$ cat config.mk
export PLATFORM = sky130hd
export DESIGN_NAME = pwo_top
export DESIGN_NICKNAME = d
export VERILOG_FILES = /design/src/hw/pwo_arith_pkg.sv /design/src/hw/pwo_regmap_pkg.sv /design/src/hw/pwo_axil_regs.sv /design/src/hw/pwo_coef_ram.sv /design/src/hw/pwo_mod_alu.sv /design/src/hw/pwo_sequencer.sv /design/src/hw/pwo_top.sv
export SDC_FILE = /design/constraint.sdc
export NUM_CORES = 2
export LEC_CHECK = 0
export BUFFER_PORTS_ARGS = -buffer_cell sky130_fd_sc_hd__buf_2
export CORE_MARGIN = 5
export CORE_UTILIZATION = 62
export DETAILED_ROUTE_END_ITERATION = 16
export GPL_ROUTABILITY_DRIVEN = 0
export PLACE_DENSITY_LB_ADDON = 0.05
export SYNTH_ARGS = -nofsm -noshare
export SYNTH_HDL_FRONTEND = slang
export SYNTH_HIERARCHICAL = 1
export SYNTH_SLANG_ARGS = --single-unit
$ cat constraint.sdc
create_clock -name clk -period 31.8 [get_ports clk]
set_input_delay 1.59 -clock clk [delete_from_list [all_inputs] [get_ports clk]]
set_output_delay 1.59 -clock clk [all_outputs]
set_load 0.05 [all_outputs]
$ cat src/hw/pwo_arith_pkg.sv
/*
  Arithmetic constants and types for the point-wise engine.
  Fixed at N = 32 coefficients modulo q = 3329.
  Barrett constants assume an unreduced value below 2^24, which leaves
  at most one conditional subtraction after the estimate.
*/

package pwo_arith_pkg;

    // Polynomial shape
    localparam int unsigned PWO_N = 32;
    localparam int unsigned PWO_Q = 3329;

    // Barrett reduction, m = floor(2^k / q)
    localparam int unsigned BARRETT_K = 24;
    localparam int unsigned BARRETT_M = 5039;

    // One reduced coefficient
    typedef logic [11:0] coef_t;

    // Product of two coefficients before reduction
    typedef logic [23:0] wide_t;

    // Coefficient index
    typedef logic [4:0] addr_t;

endpackage

$ cat src/hw/pwo_regmap_pkg.sv
/*
  Register map of the AXI4-Lite slave and the operation mode encoding.
  Byte addresses are 12 bits; each memory window holds 32 words at a
  4-byte stride and only bits 11:0 of a coefficient are stored.
*/

package pwo_regmap_pkg;

    // Point-wise operations, no butterfly modes
    typedef enum logic [1:0] {
        op_pwm = 2'd0,
        op_pwa = 2'd1,
        op_pws = 2'd2
    } pwo_mode_t;

    // Registers
    localparam logic [11:0] REG_CTRL   = 12'h000;
    localparam logic [11:0] REG_MODE   = 12'h004;
    localparam logic [11:0] REG_STATUS = 12'h008;

    // Memory windows
    localparam logic [11:0] MEM_A_BASE = 12'h100;
    localparam logic [11:0] MEM_B_BASE = 12'h200;
    localparam logic [11:0] MEM_C_BASE = 12'h300;

    // Bit positions
    localparam int CTRL_START_BIT = 0;
    localparam int CTRL_ZERO_BIT  = 1;
    localparam int MODE_ACC_BIT   = 4;
    localparam int STAT_BUSY_BIT  = 0;
    localparam int STAT_DONE_BIT  = 1;

    localparam logic [1:0] RESP_OKAY   = 2'b00;
    localparam logic [1:0] RESP_SLVERR = 2'b10;

endpackage

$ cat src/hw/pwo_axil_regs.sv
/*
  AXI4-Lite slave for control, mode, status and the three memory windows.
  Single beats only, WSTRB is ignored. AW and W are taken together.
  Register reads answer one cycle after AR, window reads two.
  Window accesses while busy get SLVERR and never reach the RAMs.
  Mode writes while busy are dropped so the engine sees stable levels.
*/
`timescale 1ns/10ps

module pwo_axil_regs (
    input  logic                      clk,
    input  logic                      rst_n,
    input  logic                      awvalid,
    output logic                      awready,
    input  logic [11:0]               awaddr,
    input  logic                      wvalid,
    output logic                      wready,
    input  logic [31:0]               wdata,
    input  logic [3:0]                wstrb,
    output logic                      bvalid,
    input  logic                      bready,
    output logic [1:0]                bresp,
    input  logic                      arvalid,
    output logic                      arready,
    input  logic [11:0]               araddr,
    output logic                      rvalid,
    input  logic                      rready,
    output logic [31:0]               rdata,
    output logic [1:0]                rresp,
    output logic                      start_pulse,
    output logic                      zeroize_pulse,
    output pwo_regmap_pkg::pwo_mode_t mode,
    output logic                      accumulate,
    input  logic                      busy,
    input  logic                      done,
    output logic                      mem_a_en,
    output logic                      mem_a_we,
    output pwo_arith_pkg::addr_t      mem_a_addr,
    output pwo_arith_pkg::coef_t      mem_a_wdata,
    input  pwo_arith_pkg::coef_t      mem_a_rdata,
    output logic                      mem_b_en,
    output logic                      mem_b_we,
    output pwo_arith_pkg::addr_t      mem_b_addr,
    output pwo_arith_pkg::coef_t      mem_b_wdata,
    input  pwo_arith_pkg::coef_t      mem_b_rdata,
    output logic                      mem_c_en,
    output logic                      mem_c_we,
    output pwo_arith_pkg::addr_t      mem_c_addr,
    output pwo_arith_pkg::coef_t      mem_c_wdata,
    input  pwo_arith_pkg::coef_t      mem_c_rdata
);

    typedef enum logic [1:0] {
        rs_idle,
        rs_mem,
        rs_resp
    } rd_state_t;

    rd_state_t            rd_state;
    logic                 wr_hs;
    logic                 rd_hs;
    logic                 wr_a, wr_b, wr_c, wr_win;
    logic                 rd_a, rd_b, rd_c, rd_win;
    pwo_arith_pkg::addr_t win_idx;
    logic [1:0]           mem_sel;
    pwo_arith_pkg::coef_t mem_rdata_sel;
    logic [31:0]          reg_rdata;

    function automatic logic in_window(input logic [11:0] addr, input logic [11:0] base);
        return addr[11:7] == base[11:7];
    endfunction

    // A pending response blocks the next handshake on its channel
    assign wr_hs   = awvalid && wvalid && !bvalid;
    assign awready = wr_hs;
    assign wready  = wr_hs;
    assign rd_hs   = arvalid && (rd_state == rs_idle) && !wr_hs;
    assign arready = rd_hs;

    assign wr_a   = in_window(awaddr, pwo_regmap_pkg::MEM_A_BASE);
    assign wr_b   = in_window(awaddr, pwo_regmap_pkg::MEM_B_BASE);
    assign wr_c   = in_window(awaddr, pwo_regmap_pkg::MEM_C_BASE);
    assign wr_win = wr_a || wr_b || wr_c;
    assign rd_a   = in_window(araddr, pwo_regmap_pkg::MEM_A_BASE);
    assign rd_b   = in_window(araddr, pwo_regmap_pkg::MEM_B_BASE);
    assign rd_c   = in_window(araddr, pwo_regmap_pkg::MEM_C_BASE);
    assign rd_win = rd_a || rd_b || rd_c;

    // ==================================================================
    // Memory window ports
    // ==================================================================
    assign win_idx = wr_hs ? awaddr[6:2] : araddr[6:2];

    assign mem_a_en    = !busy && ((wr_hs && wr_a) || (rd_hs && rd_a));
    assign mem_a_we    = !busy && wr_hs && wr_a;
    assign mem_a_addr  = win_idx;
    assign mem_a_wdata = wdata[11:0];
    assign mem_b_en    = !busy && ((wr_hs && wr_b) || (rd_hs && rd_b));
    assign mem_b_we    = !busy && wr_hs && wr_b;
    assign mem_b_addr  = win_idx;
    assign mem_b_wdata = wdata[11:0];
    assign mem_c_en    = !busy && ((wr_hs && wr_c) || (rd_hs && rd_c));
    assign mem_c_we    = !busy && wr_hs && wr_c;
    assign mem_c_addr  = win_idx;
    assign mem_c_wdata = wdata[11:0];

    // ==================================================================
    // Write channel and registers
    // ==================================================================
    always_ff @(posedge clk or negedge rst_n) begin
        if (!rst_n) begin
            bvalid        <= 1'b0;
            bresp         <= pwo_regmap_pkg::RESP_OKAY;
            start_pulse   <= 1'b0;
            zeroize_pulse <= 1'b0;
            mode          <= pwo_regmap_pkg::op_pwm;
            accumulate    <= 1'b0;
        end else begin
            start_pulse   <= 1'b0;
            zeroize_pulse <= 1'b0;
            if (bvalid && bready) begin
                bvalid <= 1'b0;
            end
            if (wr_hs) begin
                bvalid <= 1'b1;
                bresp  <= (wr_win && busy) ? pwo_regmap_pkg::RESP_SLVERR
                                           : pwo_regmap_pkg::RESP_OKAY;
                if (awaddr == pwo_regmap_pkg::REG_CTRL) begin
                    start_pulse   <= wdata[pwo_regmap_pkg::CTRL_START_BIT];
                    zeroize_pulse <= wdata[pwo_regmap_pkg::CTRL_ZERO_BIT];
                end
                if (awaddr == pwo_regmap_pkg::REG_MODE && !busy) begin
                    mode       <= pwo_regmap_pkg::pwo_mode_t'(wdata[1:0]);
                    accumulate <= wdata[pwo_regmap_pkg::MODE_ACC_BIT];
                end
            end
        end
    end

    // ==================================================================
    // Read channel
    // ==================================================================
    always_comb begin
        reg_rdata = '0;
        case (araddr)
            pwo_regmap_pkg::REG_MODE: begin
                reg_rdata[1:0]                         = mode;
                reg_rdata[pwo_regmap_pkg::MODE_ACC_BIT] = accumulate;
            end
            pwo_regmap_pkg::REG_STATUS: begin
                reg_rdata[pwo_regmap_pkg::STAT_BUSY_BIT] = busy;
                reg_rdata[pwo_regmap_pkg::STAT_DONE_BIT] = done;
            end
            default: reg_rdata = '0;
        endcase
    end

    always_comb begin
        case (mem_sel)
            2'd1:    mem_rdata_sel = mem_a_rdata;
            2'd2:    mem_rdata_sel = mem_b_rdata;
            default: mem_rdata_sel = mem_c_rdata;
        endcase
    end

    always_ff @(posedge clk or negedge rst_n) begin
        if (!rst_n) begin
            rd_state <= rs_idle;
            mem_sel  <= '0;
            rdata    <= '0;
            rresp    <= pwo_regmap_pkg::RESP_OKAY;
        end else begin
            case (rd_state)
                rs_idle: begin
                    if (rd_hs) begin
                        mem_sel <= rd_a ? 2'd1 : (rd_b ? 2'd2 : 2'd3);
                        if (rd_win && !busy) begin
                            rd_state <= rs_mem;
                        end else begin
                            rd_state <= rs_resp;
                            rdata    <= rd_win ? '0 : reg_rdata;
                            rresp    <= rd_win ? pwo_regmap_pkg::RESP_SLVERR
                                               : pwo_regmap_pkg::RESP_OKAY;
                        end
                    end
                end
                // RAM data is valid one cycle after the enable
                rs_mem: begin
                    rdata    <= 32'(mem_rdata_sel);
                    rresp    <= pwo_regmap_pkg::RESP_OKAY;
                    rd_state <= rs_resp;
                end
                rs_resp: begin
                    if (rready) begin
                        rd_state <= rs_idle;
                    end
                end
                default: rd_state <= rs_idle;
            endcase
        end
    end

    assign rvalid = (rd_state == rs_resp);

endmodule

$ cat src/hw/pwo_coef_ram.sv
/*
  Two-port coefficient memory in flops, 32 x 12 bits.
  Read data is registered, one cycle after the enable.
  Zeroize clears every entry in one cycle; a same-address write on
  both ports keeps the port b data.
*/
`timescale 1ns/10ps

module pwo_coef_ram (
    input  logic                 clk,
    input  logic                 rst_n,
    input  logic                 zeroize,
    input  logic                 ena,
    input  logic                 wea,
    input  pwo_arith_pkg::addr_t addra,
    input  pwo_arith_pkg::coef_t dina,
    output pwo_arith_pkg::coef_t douta,
    input  logic                 enb,
    input  logic                 web,
    input  pwo_arith_pkg::addr_t addrb,
    input  pwo_arith_pkg::coef_t dinb,
    output pwo_arith_pkg::coef_t doutb
);

    pwo_arith_pkg::coef_t mem [pwo_arith_pkg::PWO_N];

    // Storage, port b written last so it wins
    always_ff @(posedge clk or negedge rst_n) begin
        if (!rst_n) begin
            mem <= '{default: '0};
        end else if (zeroize) begin
            mem <= '{default: '0};
        end else begin
            if (ena && wea) begin
                mem[addra] <= dina;
            end
            if (enb && web) begin
                mem[addrb] <= dinb;
            end
        end
    end

    // Registered reads return the old word on a write
    always_ff @(posedge clk or negedge rst_n) begin
        if (!rst_n) begin
            douta <= '0;
            doutb <= '0;
        end else begin
            if (ena) begin
                douta <= mem[addra];
            end
            if (enb) begin
                doutb <= mem[addrb];
            end
        end
    end

endmodule

$ cat src/hw/pwo_mod_alu.sv
/*
  Two-stage modular ALU for multiply, add and subtract mod q.
  Operands enter with valid_in; the result is valid two cycles later
  and holds until the next item. mode and accumulate must stay stable
  while items are in flight. Inputs must already be below q.
*/
`timescale 1ns/10ps

module pwo_mod_alu (
    input  logic                      clk,
    input  logic                      rst_n,
    input  logic                      valid_in,
    input  pwo_regmap_pkg::pwo_mode_t mode,
    input  logic                      accumulate,
    input  pwo_arith_pkg::coef_t      a,
    input  pwo_arith_pkg::coef_t      b,
    input  pwo_arith_pkg::coef_t      c_prev,
    output pwo_arith_pkg::coef_t      result
);

    pwo_arith_pkg::wide_t raw_d;
    pwo_arith_pkg::wide_t raw_q;
    pwo_arith_pkg::coef_t c_prev_q;
    logic                 valid_q;
    logic [36:0]          bar_prod;
    pwo_arith_pkg::wide_t quot;
    pwo_arith_pkg::wide_t rem_wide;
    logic [12:0]          rem;
    logic [12:0]          red;
    logic [12:0]          acc_sum;
    logic [12:0]          acc_red;

    // ==================================================================
    // Stage 1: raw value
    // ==================================================================
    always_comb begin
        case (mode)
            pwo_regmap_pkg::op_pwa:
                raw_d = pwo_arith_pkg::wide_t'(a) + pwo_arith_pkg::wide_t'(b);
            // Adding q first keeps the difference positive
            pwo_regmap_pkg::op_pws:
                raw_d = pwo_arith_pkg::wide_t'(a) + pwo_arith_pkg::wide_t'(pwo_arith_pkg::PWO_Q)
                        - pwo_arith_pkg::wide_t'(b);
            default:
                raw_d = pwo_arith_pkg::wide_t'(a) * pwo_arith_pkg::wide_t'(b);
        endcase
    end

    always_ff @(posedge clk or negedge rst_n) begin
        if (!rst_n) begin
            valid_q <= 1'b0;
        end else begin
            valid_q <= valid_in;
        end
    end

    always_ff @(posedge clk) begin
        if (valid_in) begin
            raw_q    <= raw_d;
            c_prev_q <= c_prev;
        end
    end

    // ==================================================================
    // Stage 2: Barrett reduction and optional accumulate
    // ==================================================================
    assign bar_prod = raw_q * 37'(pwo_arith_pkg::BARRETT_M);
    assign quot     = pwo_arith_pkg::wide_t'(bar_prod >> pwo_arith_pkg::BARRETT_K);
    assign rem_wide = raw_q - quot * pwo_arith_pkg::wide_t'(pwo_arith_pkg::PWO_Q);

    // Estimate is low by at most one q
    assign rem = rem_wide[12:0];
    assign red = (rem >= 13'(pwo_arith_pkg::PWO_Q)) ? rem - 13'(pwo_arith_pkg::PWO_Q) : rem;

    assign acc_sum = red + 13'(c_prev_q);
    assign acc_red = (acc_sum >= 13'(pwo_arith_pkg::PWO_Q)) ?
                     acc_sum - 13'(pwo_arith_pkg::PWO_Q) : acc_sum;

    always_ff @(posedge clk) begin
        if (valid_q) begin
            result <= accumulate ? acc_red[11:0] : red[11:0];
        end
    end

endmodule

$ cat src/hw/pwo_sequencer.sv
/*
  Index sequencer for one point-wise pass over 32 coefficients.
  Reads are issued on busy cycles 0..31; each write-back follows its
  read by three cycles, so busy lasts 35 cycles. Start is ignored while
  busy; zeroize aborts a run and clears done.
*/
`timescale 1ns/10ps

module pwo_sequencer (
    input  logic                 clk,
    input  logic                 rst_n,
    input  logic                 start,
    input  logic                 zeroize,
    output logic                 rd_en,
    output pwo_arith_pkg::addr_t rd_addr,
    output logic                 alu_valid,
    output logic                 wr_en,
    output pwo_arith_pkg::addr_t wr_addr,
    output logic                 busy,
    output logic                 done
);

    typedef enum logic [1:0] {
        st_idle,
        st_run,
        st_drain
    } seq_state_t;

    seq_state_t           state;
    pwo_arith_pkg::addr_t idx;
    logic [2:0]           pipe_vld;
    pwo_arith_pkg::addr_t pipe_addr [3];
    logic                 last_wr;

    assign rd_en     = (state == st_run);
    assign rd_addr   = idx;
    assign busy      = (state != st_idle);
    assign alu_valid = pipe_vld[0];
    assign wr_en     = pipe_vld[2];
    assign wr_addr   = pipe_addr[2];
    assign last_wr   = wr_en && (wr_addr == pwo_arith_pkg::addr_t'(pwo_arith_pkg::PWO_N - 1));

    // ==================================================================
    // Control FSM
    // ==================================================================
    always_ff @(posedge clk or negedge rst_n) begin
        if (!rst_n) begin
            state <= st_idle;
            idx   <= '0;
            done  <= 1'b0;
        end else if (zeroize) begin
            state <= st_idle;
            idx   <= '0;
            done  <= 1'b0;
        end else begin
            case (state)
                st_idle: begin
                    if (start) begin
                        state <= st_run;
                        idx   <= '0;
                        done  <= 1'b0;
                    end
                end
                st_run: begin
                    // Index wraps back to zero after the last read
                    idx <= idx + 1'b1;
                    if (idx == pwo_arith_pkg::addr_t'(pwo_arith_pkg::PWO_N - 1)) begin
                        state <= st_drain;
                    end
                end
                st_drain: begin
                    if (last_wr) begin
                        state <= st_idle;
                        done  <= 1'b1;
                    end
                end
                default: state <= st_idle;
            endcase
        end
    end

    // Stage 0 is RAM latency, stages 1 and 2 follow the ALU
    always_ff @(posedge clk or negedge rst_n) begin
        if (!rst_n) begin
            pipe_vld <= '0;
        end else if (zeroize) begin
            pipe_vld <= '0;
        end else begin
            pipe_vld <= {pipe_vld[1:0], rd_en};
        end
    end

    always_ff @(posedge clk) begin
        pipe_addr[0] <= rd_addr;
        pipe_addr[1] <= pipe_addr[0];
        pipe_addr[2] <= pipe_addr[1];
    end

endmodule

$ cat src/hw/pwo_top.sv
/*
  Point-wise polynomial engine with an AXI4-Lite slave.
  Port a of each memory serves the bus, port b the engine.
  While busy the bus is locked out of the windows, so port a of C
  carries the accumulate reads and port b of C takes the write-back.
*/
`timescale 1ns/10ps

module pwo_top (
    input  logic        clk,
    input  logic        rst_n,
    input  logic        awvalid,
    output logic        awready,
    input  logic [11:0] awaddr,
    input  logic        wvalid,
    output logic        wready,
    input  logic [31:0] wdata,
    input  logic [3:0]  wstrb,
    output logic        bvalid,
    input  logic        bready,
    output logic [1:0]  bresp,
    input  logic        arvalid,
    output logic        arready,
    input  logic [11:0] araddr,
    output logic        rvalid,
    input  logic        rready,
    output logic [31:0] rdata,
    output logic [1:0]  rresp
);

    logic                      start_pulse, zeroize_pulse, accumulate, busy, done;
    pwo_regmap_pkg::pwo_mode_t mode;
    logic                      rd_en, alu_valid, wr_en;
    pwo_arith_pkg::addr_t      rd_addr, wr_addr;
    pwo_arith_pkg::coef_t      alu_result, a_rd, b_rd;
    logic                      mem_a_en, mem_a_we, mem_b_en, mem_b_we, mem_c_en, mem_c_we;
    pwo_arith_pkg::addr_t      mem_a_addr, mem_b_addr, mem_c_addr;
    pwo_arith_pkg::coef_t      mem_a_wdata, mem_b_wdata, mem_c_wdata;
    pwo_arith_pkg::coef_t      mem_a_rdata, mem_b_rdata, mem_c_rdata;
    logic                      c_ena, c_wea;
    pwo_arith_pkg::addr_t      c_addra;

    // Engine takes port a of C for the run
    assign c_ena   = busy ? rd_en : mem_c_en;
    assign c_wea   = !busy && mem_c_we;
    assign c_addra = busy ? rd_addr : mem_c_addr;

    pwo_axil_regs u_regs (
        .clk(clk), .rst_n(rst_n),
        .awvalid(awvalid), .awready(awready), .awaddr(awaddr),
        .wvalid(wvalid), .wready(wready), .wdata(wdata), .wstrb(wstrb),
        .bvalid(bvalid), .bready(bready), .bresp(bresp),
        .arvalid(arvalid), .arready(arready), .araddr(araddr),
        .rvalid(rvalid), .rready(rready), .rdata(rdata), .rresp(rresp),
        .start_pulse(start_pulse), .zeroize_pulse(zeroize_pulse),
        .mode(mode), .accumulate(accumulate), .busy(busy), .done(done),
        .mem_a_en(mem_a_en), .mem_a_we(mem_a_we), .mem_a_addr(mem_a_addr),
        .mem_a_wdata(mem_a_wdata), .mem_a_rdata(mem_a_rdata),
        .mem_b_en(mem_b_en), .mem_b_we(mem_b_we), .mem_b_addr(mem_b_addr),
        .mem_b_wdata(mem_b_wdata), .mem_b_rdata(mem_b_rdata),
        .mem_c_en(mem_c_en), .mem_c_we(mem_c_we), .mem_c_addr(mem_c_addr),
        .mem_c_wdata(mem_c_wdata), .mem_c_rdata(mem_c_rdata)
    );

    pwo_sequencer u_seq (
        .clk(clk), .rst_n(rst_n),
        .start(start_pulse), .zeroize(zeroize_pulse),
        .rd_en(rd_en), .rd_addr(rd_addr), .alu_valid(alu_valid),
        .wr_en(wr_en), .wr_addr(wr_addr), .busy(busy), .done(done)
    );

    pwo_mod_alu u_alu (
        .clk(clk), .rst_n(rst_n), .valid_in(alu_valid),
        .mode(mode), .accumulate(accumulate),
        .a(a_rd), .b(b_rd), .c_prev(mem_c_rdata), .result(alu_result)
    );

    pwo_coef_ram u_mem_a (
        .clk(clk), .rst_n(rst_n), .zeroize(zeroize_pulse),
        .ena(mem_a_en), .wea(mem_a_we), .addra(mem_a_addr),
        .dina(mem_a_wdata), .douta(mem_a_rdata),
        .enb(rd_en), .web(1'b0), .addrb(rd_addr), .dinb('0), .doutb(a_rd)
    );

    pwo_coef_ram u_mem_b (
        .clk(clk), .rst_n(rst_n), .zeroize(zeroize_pulse),
        .ena(mem_b_en), .wea(mem_b_we), .addra(mem_b_addr),
        .dina(mem_b_wdata), .douta(mem_b_rdata),
        .enb(rd_en), .web(1'b0), .addrb(rd_addr), .dinb('0), .doutb(b_rd)
    );

    pwo_coef_ram u_mem_c (
        .clk(clk), .rst_n(rst_n), .zeroize(zeroize_pulse),
        .ena(c_ena), .wea(c_wea), .addra(c_addra),
        .dina(mem_c_wdata), .douta(mem_c_rdata),
        .enb(wr_en), .web(wr_en), .addrb(wr_addr), .dinb(alu_result), .doutb()
    );

endmodule

# After elaboration in Yosys (flattened, before gate mapping)
# Memories as Yosys holds them, arrays and structs flattened.
# Cells that the tools add are included.
# word_totals
ff_bits	1318
n_memories	1
mem_bits_rw	15
# classes
reduce_logical	56
addsub	8
bitwise	4
mux	77
eq_ne	25
multipliers	3
magnitude_cmp	9
# mem_list
name	depth	word_bits	rd	rd_clocked_by_memory_dff	wr	line_no	source
u_seq.pipe_addr	3	5	3	0	3	pwo_sequencer.sv:32	pwo_arith_pkg::addr_t pipe_addr [3];
# ops
operator	n
384-bit two-way mux	8
384-bit bitwise mux	4
12-bit binary-select mux with 5-bit select	5
12-bit demux with 5-bit select	3
12-bit two-way mux	15
32-bit two-way mux	2
32-bit case mux with 2 select lines	1
24-bit case mux with 2 select lines	1
24-bit by 13-bit multiplier with 37-bit output (second input constant)	1
1-bit logical AND	29
13-bit by 12-bit greater-or-equal comparator with 1-bit output (second input constant)	2
5-bit two-way mux	5
12-bit by 3-bit == test with 1-bit output (second input constant)	2
6-bit greater-or-equal comparator (second input constant)	4
12-bit by 12-bit multiplier with 24-bit output	1
2-bit two-way mux	12
5-bit inverter with 6-bit output	4
12-bit case mux with 2 select lines	1
24-bit by 12-bit subtractor with 24-bit output	1
5-bit by 3-bit == test with 1-bit output (second input constant)	4
6-bit by 1-bit less-than comparator with 1-bit output (second input constant)	3
12-bit by 12-bit adder with 13-bit output	1
12-bit by 12-bit adder with 13-bit output (second input constant)	1
13-bit by 12-bit adder with 13-bit output	1
other kinds (30)	71

# Logic depth before layout (Yosys ltp)
# depth
word_depth	15
mapped_depth	51
ltp_nobuf	50

# Hierarchy
# Netlist, hierarchy kept.
# modules_own_cells
module	area_per_inst_um2	instances	seq_area_each_um2	cells_each
pwo_coef_ram at u_mem_b ...	26470.4	2	10209.8	2478
pwo_coef_ram at u_mem_a	26699.4	1	10209.8	2739
pwo_mod_alu	15189.6	1	1466.4	1621
pwo_axil_regs	1964.4	1	600.6	232
pwo_sequencer	864.6	1	575.6	70
pwo_top	113.9	1	0.0	9

# Least setup slack after synthesis
# OpenSTA, ideal clock, no wires.
# synth_path
path_type	register to register
from	register u_alu.raw_q[7]
to	register u_alu.result[8] (data pin)
synth_period_minus_slack_ps	11882
path_slack_ps	19918
t_arrival_ps	11708
stages_incl_launch_ff	46
path_buffers	1
path_cell_list	edfxtp_1 -> fa_1 -> fa_1 -> fa_1 -> fa_1 -> inv_1 -> fa_1 -> inv_1 -> ha_1 -> nand4_1 -> a211oi_1 -> nor4_1 -> o21ai_1 -> a21oi_1 -> xnor2_1 -> xnor2_1 -> ha_1 -> a21oi_1 -> [... 10 more ...] -> xnor2_1 -> xnor3_2 -> xor2_4 -> nand2_1 -> o21ai_0 -> ha_1 -> a21o_1 -> a21oi_1 -> o21bai_1 -> a2111oi_0 -> o31ai_1 -> a21oi_1 -> xor2_1 -> o21ai_0 -> and3_1 -> nor4_4 -> o32ai_1 -> a311oi_1
# synth_via
elab_chain_cells	9
elab_cells_between_ends	11
# synth_lines
item	line_no	source
start: declaration	pwo_mod_alu.sv:22	pwo_arith_pkg::wide_t raw_q;
start signal: assignment	pwo_mod_alu.sv:59	raw_q <= raw_d;
24-bit by 13-bit multiplier with 37-bit output	pwo_mod_alu.sv:67	assign bar_prod = raw_q * 37'(pwo_arith_pkg::BARRETT_M);
13-bit by 12-bit multiplier with 13-bit output	pwo_mod_alu.sv:69	assign rem_wide = raw_q - quot * pwo_arith_pkg::wide_t'(pwo_arith_pkg::PWO_Q);
13-bit subtractor *	pwo_mod_alu.sv:69	
13-bit by 12-bit subtractor with 13-bit output or 13-bit by 12-bit greater-or-equal comparator with 1-bit output (tied branches)	pwo_mod_alu.sv:73	assign red = (rem >= 13'(pwo_arith_pkg::PWO_Q)) ? rem - 13'(pwo_arith_pkg::PWO_Q) : rem;
13-bit two-way mux *	pwo_mod_alu.sv:73	
13-bit by 12-bit adder with 13-bit output	pwo_mod_alu.sv:75	assign acc_sum = red + 13'(c_prev_q);
12-bit subtractor or 13-bit by 12-bit greater-or-equal comparator with 1-bit output (tied branches)	pwo_mod_alu.sv:77, pwo_mod_alu.sv:76	
12-bit two-way mux	pwo_mod_alu.sv:76	assign acc_red = (acc_sum >= 13'(pwo_arith_pkg::PWO_Q)) ?
12-bit two-way mux *	pwo_mod_alu.sv:81	result <= accumulate ? acc_red[11:0] : red[11:0];
end signal: assignment	pwo_mod_alu.sv:81	
end: declaration	pwo_mod_alu.sv:18	output pwo_arith_pkg::coef_t result
# Every way passes the cells marked *; elsewhere a longest branch is shown, timed or not.
# A chain may end at the register's enable or synchronous reset.

# Final worst setup path
# layout_path
from	register u_alu.raw_q[8]
to	register u_alu.result[8] (data pin)
# Same word-level chain as after synthesis.

==> metrics.md <==
| Metric | Value |
|---|---|
| Fraction of layout cells with a size suffix above 1 | 11.6% |
| Vias | 78,300 |
| CP max stage delay | 690 ps |
| Rel. slew slack | 8.32% |
| FF-to-FF path depth | 46 |
| CTS Buf Count | 148 |
| Htree depth | 4 |
| Cts hold-fix bufs | 0 |
| Leak pwr | 41.3 nW |
| Fin Setup TNS | 0 ps |
| Most common cell after layout, fill and taps aside | nor2_1 |
| Drt via density | 7.16 |
| Detailed Route WL | 332,000 um |
| DRC violations left | 0 |
| Synthesized instance count | 9,322 |
| I/O pin count | 108 |
| CP Launch Type | flop |
| Peak VDD IR | 0.0616 mV |
| Cts repair resizes | 0 |
| WHS Endpoint | u_seq/pipe_addr[0][9] |
| Pin count of the biggest net entering global routing | 230 |
| RSZ-0062 raised after global routing | false |
| Crit Reg-Reg Endpoint | u_alu/result[8] |
| Row Count | 143 |
| Seq pwr share | 44.3% |
| Most frequent cells in the layout | nor2_1, dfrtp_1, mux2i_1, a211oi_1, nand2_1 |
| Hold Violations, Final | 0 |
| Outcome | complete, no violations |
| Cell internal pwr | 2.82 mW |
| GRT Util Overall | 41.0% |
| Clk Latency, worst-skew pair | 830 ps |
| Area Growth Syn to Fin | 4.70% |
| Arrival @ worst endpoint | 14,700 ps |
| Fin crit share | 44.4% |
| Port bufs | 61 |
| Antenna violations before repair | 12 |
| First-pass GRT wire length | 495,000 um |
| Maximum clock insertion buffer count | 3 |
| Syn Std Cell Area | 94,200 um^2 |
| Worst setup path category | reg2reg |
| Worst Min Path Start | u_seq/pipe_addr[0][4] |
| Final HPWL DP | 210,000 um |
| Drt wl/cell | 30.4 um |
| CP Buf/Inv Count | 4 |
| Switching pwr | 1.10 mW |
| Worst hold slack | 327 ps |
| Net count, final | 9,363 |
| Fmax | 70.9 MHz |
| Initial DRC count | 11,000 |
| WP data required | 32,390 ps |
| Die area | 160,000 um^2 |
| TritonRoute pass-1 iters | 7 |
| Worst Skew | 44.7 ps |
| Slew Limit Fails | 0 |
| Root Driver | clkbuf_16 |
| Die span in x | 400 um |
| Most used cell along the critical path | fa_1 |
| Setup crit end kind | flop |
| Slowest CP cell | xnor2_1 |
| Register-to-register setup slack | 17,690 ps |
| Switching Share | 28.0% |
| CP Max Fanout | 10 |
| Initial Util | 62.2% |
| Post-CTS setup buffer count | 0 |
| Worst slew pin tran | 1360 ps |
| Post-route ant nets | 0 |
| Synthesis warning total | 6 |
| Placeable core area | 152,000 um^2 |
| CTS tree | built |
| Mean post-synth cell area | 10.1 um^2 |
| Final setup vio count | 0 |
| Hold Crit Class | reg2reg |
| Cells on Worst Hold Path | 0 |
| Clock sinks | 1,311 |
| CP top delay family | adder cells |
| Reg2reg start | u_alu/raw_q[8] |
| Clock-pin slew on the worst setup and hold paths | 60 ps |
| Max cap viols | 0 |
| PwrDens | 39.8 nW/um^2 |
| Minimum clock period | 14,110 ps |
| Vias in the first global route | 75,400 |
| Clock share of power | 45.3% |
| Die extent in y | 400 um |
| Logic pwr share | 10.4% |
| Gr ovfl total | 0 |
[routing by layer]
metal | part of all wire (%) | GRT usage (%) | vias up | routed length [um]
li1 | - | - | 32700 | -
met1 | 38 | 55.4 | 39300 | 126000
met2 | 42 | 58.3 | 5224 | 140000
met3 | 13 | 13.6 | 1142 | 43200
met4 | 6.8 | 23.0 | 6 | 22600
met5 | 0.037 | 0.523 | - | 123
[area by class of cell]
type / instances / area (um^2)
multi-input combinational: 6751 / 55200
antenna: 11 / 27.5
tap: 2030 / 2540
inverter: 365 / 1370
fill: 12200 / 52900
clock buffer: 218 / 4320
clock inverter: 50 / 633
sequential: 1311 / 33000
timing repair buffer: 207 / 1530
[worst register-to-register path, delay by kind of cell (launching register included)]
family	cells	cell delay (ps)
flops	1	600
fa+ha+maj	11	4680
compound gates	17	4260
xor+xnor	7	2480
simple gates	7	1670
buf+inv	4	240
[through the flow]
stage	cell area, um^2	util [%]	power [mW]	worst slack [ps]	cells
floorplan	94700	-	2.00	19920	9468
global placement	93600	61.8	2.14	18010	10700
detailed placement	93600	61.8	2.14	17800	10700
CTS	98600	65.0	3.90	17720	10900
global route	98600	65.1	4.02	16600	10900
finish	98600	65.1	3.92	17690	10900
[state kept, by name, summed over array words and instances (netlist names), 2 cells and up]
signal,cells
u_mem_b/doutb,12
u_regs/rdata,12
u_alu/c_prev_q,12
u_mem_a/douta,12
u_mem_c/douta,12
u_alu/raw_q,24
u_seq/state,2
u_regs/rd_state,2
u_mem_a/doutb,12
u_alu/result,12
u_mem_b/mem,384
u_mem_a/mem,384
u_seq/pipe_addr,15
u_mem_c/mem,384
u_regs/mode,2
u_mem_b/douta,12
u_seq/pipe_vld,3
u_regs/mem_sel,2
u_seq/rd_addr,5
[power groups by stage]
| stage | clock network (mW) | registers, mW | logic, mW |
|---|---|---|---|
| finish | 1.78 | 1.74 | 0.407 |
| global route | 1.85 | 1.74 | 0.427 |
| CTS | 1.79 | 1.74 | 0.378 |
| detailed placement | 0 | 1.77 | 0.377 |
| global placement | 0 | 1.77 | 0.372 |
| floorplan | 0 | 1.74 | 0.259 |
[worst max-delay path by stage]
stage,startpoint,end,cells after the start
2_1_floorplan,u_alu/raw_q[7],u_alu/result[8],45
3_3_place_gp,u_alu/raw_q[7],u_alu/result[8],46
3_5_place_dp,u_alu/raw_q[7],u_alu/result[5],46
4_1_cts,u_alu/raw_q[7],u_alu/result[8],46
5_1_grt,u_alu/raw_q[12],u_alu/result[8],46
6_report,u_alu/raw_q[8],u_alu/result[8],46
Power figures use the tool's default switching activity.
